**src/div_cfg.svh**
```systemverilog
`ifndef DIV_CFG_SVH
`define DIV_CFG_SVH

// ******************************
// divider geometry
// ******************************
`define DIV_N_W         16  // dividend width
`define DIV_D_W         8   // divisor, quotient and remainder width
`define DIV_APPROX_ROWS 4   // quotient rows 0 .. n-1 use approximate cells

// statistics
`define DIV_STAT_W      24

`endif

```
**src/div_pkg.sv**
```systemverilog
`include "div_cfg.svh"

package div_pkg;

  // ******************************
  // operand and result bundles
  // ******************************

  typedef struct packed {
    logic [`DIV_N_W-1:0] dividend;
    logic [`DIV_D_W-1:0] divisor;
  } div_operand_t;

  typedef struct packed {
    logic [`DIV_D_W-1:0] quotient;
    logic [`DIV_D_W-1:0] remainder;  // meaningful only without overflow
  } div_result_t;

endpackage

```
**src/err_pkg.sv**
```systemverilog
`include "div_cfg.svh"

package err_pkg;

  import div_pkg::*;

  typedef struct packed {
    div_result_t         exact;
    div_result_t         approx;
    logic [`DIV_D_W-1:0] q_err_dist;  // absolute quotient difference
    logic [`DIV_D_W-1:0] r_err_dist;  // absolute remainder difference
    logic                mismatch;
    logic                invalid;     // marks a zero divisor or overflow that stats never count
  } div_cmp_t;

  typedef struct packed {
    logic [`DIV_STAT_W-1:0] n_ops;
    logic [`DIV_STAT_W-1:0] n_mismatch;
    logic [`DIV_STAT_W-1:0] q_err_sum;
    logic [`DIV_STAT_W-1:0] q_err_max;
  } err_stats_t;

endpackage

```
**src/div_stage_reg.sv**
```systemverilog
module div_stage_reg #(
  parameter type payload_t = logic [7:0]
) (
  input  logic     clk,
  input  logic     arst_n,
  input  logic     valid_in,
  input  payload_t data_in,
  output logic     valid_out,
  output payload_t data_out
);

  // strobe follows the input every cycle
  always_ff @(posedge clk or negedge arst_n) begin
    if (!arst_n) begin
      valid_out <= 1'b0;
    end else begin
      valid_out <= valid_in;
    end
  end

  always_ff @(posedge clk or negedge arst_n) begin
    if (!arst_n) begin
      data_out <= '0;
    end else if (valid_in) begin
      data_out <= data_in;  // holds the last operation between strobes
    end
  end

endmodule

```
**src/div_array_exact.sv**
```systemverilog
`include "div_cfg.svh"

module div_array_exact
  import div_pkg::*;
(
  input  div_operand_t operands,
  output div_result_t  res
);

  localparam int N_W = `DIV_N_W;
  localparam int D_W = `DIV_D_W;

  // ******************************
  // exact subtractor cell
  // ******************************

  // returns {borrow out, difference}
  function automatic logic [1:0] sub_cell(input logic x, input logic y, input logic bin);
    logic diff;
    logic bout;
    diff = x ^ y ^ bin;
    bout = (~x & y) | (~(x ^ y) & bin);
    return {bout, diff};
  endfunction

  // ******************************
  // restoring rows, msb first
  // ******************************

  always_comb begin : p_rows
    logic [D_W-1:0] win;
    logic [D_W-1:0] diff;
    logic [D_W-1:0] rem;
    logic [D_W-1:0] q;
    logic           hi;
    logic           brw;
    rem = '0;
    q   = '0;
    for (int i = D_W - 1; i >= 0; i--) begin
      if (i == D_W - 1) begin
        win = operands.dividend[N_W-2 -: D_W];  // dividend bits 14 down to 7
        hi  = operands.dividend[N_W-1];
      end else begin
        win = {rem[D_W-2:0], operands.dividend[i]};  // shift in next dividend bit
        hi  = rem[D_W-1];
      end
      brw = 1'b0;
      for (int k = 0; k < D_W; k++) begin
        {brw, diff[k]} = sub_cell(win[k], operands.divisor[k], brw);
      end
      // a set bit above the window always fits the divisor
      q[i] = hi | ~brw;
      rem  = q[i] ? diff : win;  // restore when the subtraction failed
    end
    res.quotient  = q;
    res.remainder = rem;
  end

endmodule

```
**src/div_array_approx.sv**
```systemverilog
`include "div_cfg.svh"

module div_array_approx
  import div_pkg::*;
(
  input  div_operand_t operands,
  output div_result_t  res
);

  localparam int N_W         = `DIV_N_W;
  localparam int D_W         = `DIV_D_W;
  localparam int APPROX_ROWS = `DIV_APPROX_ROWS;

  // ******************************
  // cells
  // ******************************

  // exact cell, returns {borrow out, difference}
  function automatic logic [1:0] sub_cell(input logic x, input logic y, input logic bin);
    logic diff;
    logic bout;
    diff = x ^ y ^ bin;
    bout = (~x & y) | (~(x ^ y) & bin);
    return {bout, diff};
  endfunction

  // approximate cell
  // the difference is the minuend bit and the borrow is its inverse,
  // so subtrahend and borrow in drop out of the row entirely
  function automatic logic [1:0] approx_cell(input logic x);
    logic diff;
    logic bout;
    diff = x;
    bout = ~x;
    return {bout, diff};
  endfunction

  // ******************************
  // restoring rows, msb first
  // ******************************

  always_comb begin : p_rows
    logic [D_W-1:0] win;
    logic [D_W-1:0] diff;
    logic [D_W-1:0] rem;
    logic [D_W-1:0] q;
    logic           hi;
    logic           brw;
    rem = '0;
    q   = '0;
    for (int i = D_W - 1; i >= 0; i--) begin
      if (i == D_W - 1) begin
        win = operands.dividend[N_W-2 -: D_W];
        hi  = operands.dividend[N_W-1];
      end else begin
        win = {rem[D_W-2:0], operands.dividend[i]};
        hi  = rem[D_W-1];
      end
      brw = 1'b0;
      for (int k = 0; k < D_W; k++) begin
        if (i < APPROX_ROWS) begin
          {brw, diff[k]} = approx_cell(win[k]);
        end else begin
          {brw, diff[k]} = sub_cell(win[k], operands.divisor[k], brw);
        end
      end
      // in approximate rows this reduces to hi | win msb
      q[i] = hi | ~brw;
      rem  = q[i] ? diff : win;
    end
    res.quotient  = q;
    res.remainder = rem;
  end

endmodule

```
**src/div_err_meas.sv**
```systemverilog
`include "div_cfg.svh"

module div_err_meas
  import div_pkg::*;
  import err_pkg::*;
(
  input  logic         clk,
  input  logic         arst_n,
  input  logic         clr,
  input  logic         valid,
  input  div_operand_t operands,
  input  div_result_t  exact,
  input  div_result_t  approx,
  output div_cmp_t     cmp,
  output err_stats_t   stats
);

  localparam int N_W = `DIV_N_W;
  localparam int D_W = `DIV_D_W;
  localparam int S_W = `DIV_STAT_W;
  localparam logic [S_W-1:0] STAT_MAX = '1;

  function automatic logic [D_W-1:0] abs_diff(input logic [D_W-1:0] a, input logic [D_W-1:0] b);
    return (a > b) ? a - b : b - a;
  endfunction

  logic           count_en;
  logic [S_W-1:0] q_dist_ext;
  logic [S_W:0]   q_sum_next;

  // ******************************
  // per-operation record
  // ******************************

  always_comb begin
    cmp.exact      = exact;
    cmp.approx     = approx;
    cmp.q_err_dist = abs_diff(exact.quotient, approx.quotient);
    cmp.r_err_dist = abs_diff(exact.remainder, approx.remainder);
    cmp.mismatch   = (exact != approx);
    cmp.invalid    = (operands.divisor == '0) ||
                     (operands.dividend[N_W-1 -: D_W] >= operands.divisor);  // overflow
  end

  // ******************************
  // running statistics
  // ******************************

  assign count_en   = valid && !cmp.invalid;
  assign q_dist_ext = S_W'(cmp.q_err_dist);
  assign q_sum_next = {1'b0, stats.q_err_sum} + {1'b0, q_dist_ext};

  always_ff @(posedge clk or negedge arst_n) begin
    if (!arst_n) begin
      stats <= '0;
    end else if (clr) begin
      stats <= '0;  // wins over a coinciding operation
    end else if (count_en) begin
      if (stats.n_ops != STAT_MAX) begin
        stats.n_ops <= stats.n_ops + 1'b1;
      end
      if (cmp.mismatch && (stats.n_mismatch != STAT_MAX)) begin
        stats.n_mismatch <= stats.n_mismatch + 1'b1;
      end
      stats.q_err_sum <= q_sum_next[S_W] ? STAT_MAX : q_sum_next[S_W-1:0];
      if (q_dist_ext > stats.q_err_max) begin
        stats.q_err_max <= q_dist_ext;
      end
    end
  end

endmodule

```
**src/div_eval_top.sv**
```systemverilog
module div_eval_top
  import div_pkg::*;
  import err_pkg::*;
(
  input  logic         clk,
  input  logic         arst_n,
  input  logic         in_valid,
  input  div_operand_t operands,
  input  logic         clr,
  output logic         out_valid,
  output div_cmp_t     result,
  output err_stats_t   stats
);

  logic         op_valid;
  div_operand_t op_reg;
  div_result_t  exact_res;
  div_result_t  approx_res;
  div_cmp_t     cmp;

  // ******************************
  // input stage
  // ******************************

  div_stage_reg #(
    .payload_t (div_operand_t)
  ) u_in_stage (
    .clk       (clk),
    .arst_n    (arst_n),
    .valid_in  (in_valid),
    .data_in   (operands),
    .valid_out (op_valid),
    .data_out  (op_reg)
  );

  // both arrays see the same registered operands
  div_array_exact u_exact (
    .operands (op_reg),
    .res      (exact_res)
  );

  div_array_approx u_approx (
    .operands (op_reg),
    .res      (approx_res)
  );

  div_err_meas u_meas (
    .clk      (clk),
    .arst_n   (arst_n),
    .clr      (clr),
    .valid    (op_valid),
    .operands (op_reg),
    .exact    (exact_res),
    .approx   (approx_res),
    .cmp      (cmp),
    .stats    (stats)      // updates on the edge that raises out_valid
  );

  // ******************************
  // output stage
  // ******************************

  div_stage_reg #(
    .payload_t (div_cmp_t)
  ) u_out_stage (
    .clk       (clk),
    .arst_n    (arst_n),
    .valid_in  (op_valid),
    .data_in   (cmp),
    .valid_out (out_valid),
    .data_out  (result)
  );

endmodule

```
**config.mk**
```make
export PLATFORM = sky130hd
export DESIGN_NAME = div_eval_top
export DESIGN_NICKNAME = d
export VERILOG_FILES = /design/src/div_pkg.sv /design/src/err_pkg.sv /design/src/div_stage_reg.sv /design/src/div_array_exact.sv /design/src/div_array_approx.sv /design/src/div_err_meas.sv /design/src/div_eval_top.sv
export VERILOG_INCLUDE_DIRS = /design/src
export SDC_FILE = /design/constraint.sdc
export NUM_CORES = 1
export LEC_CHECK = 0
export ABC_AREA = 1
export BUFFER_PORTS_ARGS = -buffer_cell sky130_fd_sc_hd__buf_2
export CORE_MARGIN = 1
export CORE_UTILIZATION = 63
export DETAILED_ROUTE_END_ITERATION = 10
export GPL_TIMING_DRIVEN = 0
export PLACE_DENSITY = 0.88
export SYNTH_ARGS = -nofsm -noshare
export SYNTH_HDL_FRONTEND = slang
export SYNTH_SLANG_ARGS = --single-unit
```
**constraint.sdc**
```tcl
create_clock -name clk -period 46.7 [get_ports clk]
set_input_delay 4.67 -clock clk [delete_from_list [all_inputs] [get_ports clk]]
set_output_delay 4.67 -clock clk [all_outputs]
set_load 0.01 [all_outputs]
```
==> results.cfg <==
[status]
status = complete, no violations

[setup_path]
max_stage_delay_ns = 0.60
path_common_cell = fa_1
arrival_ns = 30.86
rr_startpoint = u_in_stage.data_out[0]
cp.required_ns = 47.06
slowest_stage = dfrtp_1
start_kind = flip-flop
cp-startpoint = u_in_stage.data_out[0]
crit_type = flip-flop to flip-flop
cp_max_fo = 10
endpoint_kind = flip-flop

[cts]
cts_root_buffer = clkbuf_16
cts.sinks = 150
cts_buffers = 17
ctsResizeCount = 0
htreeDepth = 4
cts_hold_buf = 0
clkLatencyLatePin_ns = 0.43
post_cts_buffers = 0
cts_tree = done
clk_path_buf_depth = 2
clkSlewWorstSetupHoldPaths_ns = 0.07

[finish]
antennaDiodeCount = 0
multi_input_area_um2 = 6600
area_delta_synth_final_pct = 16.00
final_area_um2 = 13330
nets = 1789
layout_common_cells = nand2_1 (355), inv_1 (198), buf_2 (160)
n_fill_cell = 1338
seqCellArea_um2 = 3754
final_common_cell = nand2_1
drive_above_1_share = 0.1845

[floorplan]
num_io_pins = 175
core_area_um2 = 17900
die_width_um = 137.1
dieHeight_um = 137.1
initial_utilization = 0.6420
die_area_um2 = 18790
rows = 49

[global_routing]
antenna_found_initial = 0
grt_pass1_wl_um = 48370
grt_pass1_vias = 10190
grt_max_degree = 102
overflow = 0
grt_usage = 0.3300

[routing]
drt_iter0_markers = 660
ant_nets = 0
vias = 10710
wl_um = 29820
drt_pass1_iterations = 5
drc = 0
via_per_inst = 5.688
wl_per_cell_um = 15.85

[min_path]
hp-start = u_in_stage.valid_out
hp-class = flip-flop to flip-flop

[sta]
final.min_clock_period_ns = 30.50
fin_tns_setup_ns = 0
fmax_ghz = 0.03279
setup_viol = 0
final_hold_viol_count = 0
slew_headroom = 0.3863
fin_ws_ns = 16.20
finalMaxSlewViolations = 0
min_period_over_period = 0.6531
worst_pin_slew_ns = 0.9188
skew_ns = 0.01140
rsz0062_at_grt = false

[placement]
gp_congestion = 0.9474
placed_area_um2 = 12660
post-dp-hpwl_um = 22670
port_buffers = 157
pre_cts_slack_ns = 16.72

[yosys]
synth_top_family_by_area = simple AND/OR/NAND/NOR gates
synth_area_leaders = dfrtp_1 (33%), nand2_1 (12%), fa_1 (11%)
synthAdderAreaFrac = 0.1729
yosysTopAreaCellShare = 0.3266
synth_ff_type = dfrtp_1
synth_compound_area_frac = 0.1055
ys_seq_area_frac = 0.3266
synth-simple-area-share = 0.2663
yosys.area_share.xor_xnor = 0.01829
ys_async_sr_fraction = 1.000
syn_area_um2 = 11490
ys_ff_latch = 150
synthMuxAreaShare = 0.005552
synth_edf_count = 0
synth.distinct_cells = 52
yosys_warnings = 0
postSynthCellCount = 1448
yosysTopAreaCell = dfrtp_1
avgSynthCellArea_um2 = 7.938

[flow_run]
max-cap-violations = 0
## cells by family (layout without fill, tap and decap cells)
group                    count (synthesis)  count (layout)
AO/OA/AOI/OAI                          221             221
XOR/XNOR                                24              24
adder cells (fa/ha/maj)                121             121
buffers and inverters                  276             466
flip-flops                             150             150
multiplexers                             6               6
other                                    1              16
AND/OR/NAND/NOR                        649             649
## per-layer routing
layer | part of all wire | track usage
met5 | 0 | 0
met4 | 0.038 | 0.1545
met3 | 0.066 | 0.05407
met2 | 0.49 | 0.5609
met1 | 0.41 | 0.4096
## sequential cells by signal (all words and copies together), names as in the netlist
name,flops
u_in_stage.data_out,24
u_in_stage.valid_out,1
u_meas.stats,79
u_out_stage.data_out,45
u_out_stage.valid_out,1
## critical path, delay by kind of cell (launching register included)
kind | cells | cell delay (ns)
buffers and inverters | 28 | 3.03
AO/OA/AOI/OAI | 4 | 1.04
adder cells (fa/ha/maj) | 60 | 22.01
flip-flops | 1 | 0.60
AND/OR/NAND/NOR | 27 | 3.70
## Yosys cell counts (all sizes together), types with 2 or more instances
master and number:
a221oi 3, nand4 18, nor4 7, o31ai 3
dfrtp 150, a21oi 60, nor3 37, inv 208
ha 58, a31oi 5, mux2 3, nand2 389
fa 63, xnor2 8, o21a 5, nor3b 3
o22ai 4, nor2 69, nand3 119, o211ai 5
nand3b 2, o41ai 3, o21ai 123, a211oi 6
xor2 16, buf 43, mux2i 3, clkbuf 24
and3 3
## per-stage QoR
stage	util	hold WS [ns]	instances
6_report	0.7448	0.4013	1882
2_1_floorplan	-	0.3724	1463
4_1_cts	0.7448	0.4096	1882
3_5_place_dp	0.7073	0.3956	1850
5_1_grt	0.7448	0.4188	1882
3_3_place_gp	0.7051	0.3960	1849
## layout make-up
class,instances,share of cell area
repair buffers,158,0.06147
multi-input cells,1037,0.4950
plain buffers,67,0.03134
clock inverters,13,0.01633
clock buffers,19,0.03397
inverters,209,0.05884
well taps,229,0.02149
flip-flops and latches,150,0.2815
## final timing paths
kind	depth (start not counted)	endpoint	slack [ns]
max in group asynchronous	2	u_meas.stats[3]	41.66
hold / removal	0	u_out_stage.valid_out	0.40
min in group asynchronous	1	u_meas.stats[42]	4.16
setup reg to reg	119	u_meas.stats[26]	16.20
setup / recovery	119	u_meas.stats[26]	16.20
hold reg to reg	0	u_out_stage.valid_out	0.40
Power is left out: the tool's default activity adds up to more than one toggle a clock period on the data nets, which glitch-free logic cannot reach.
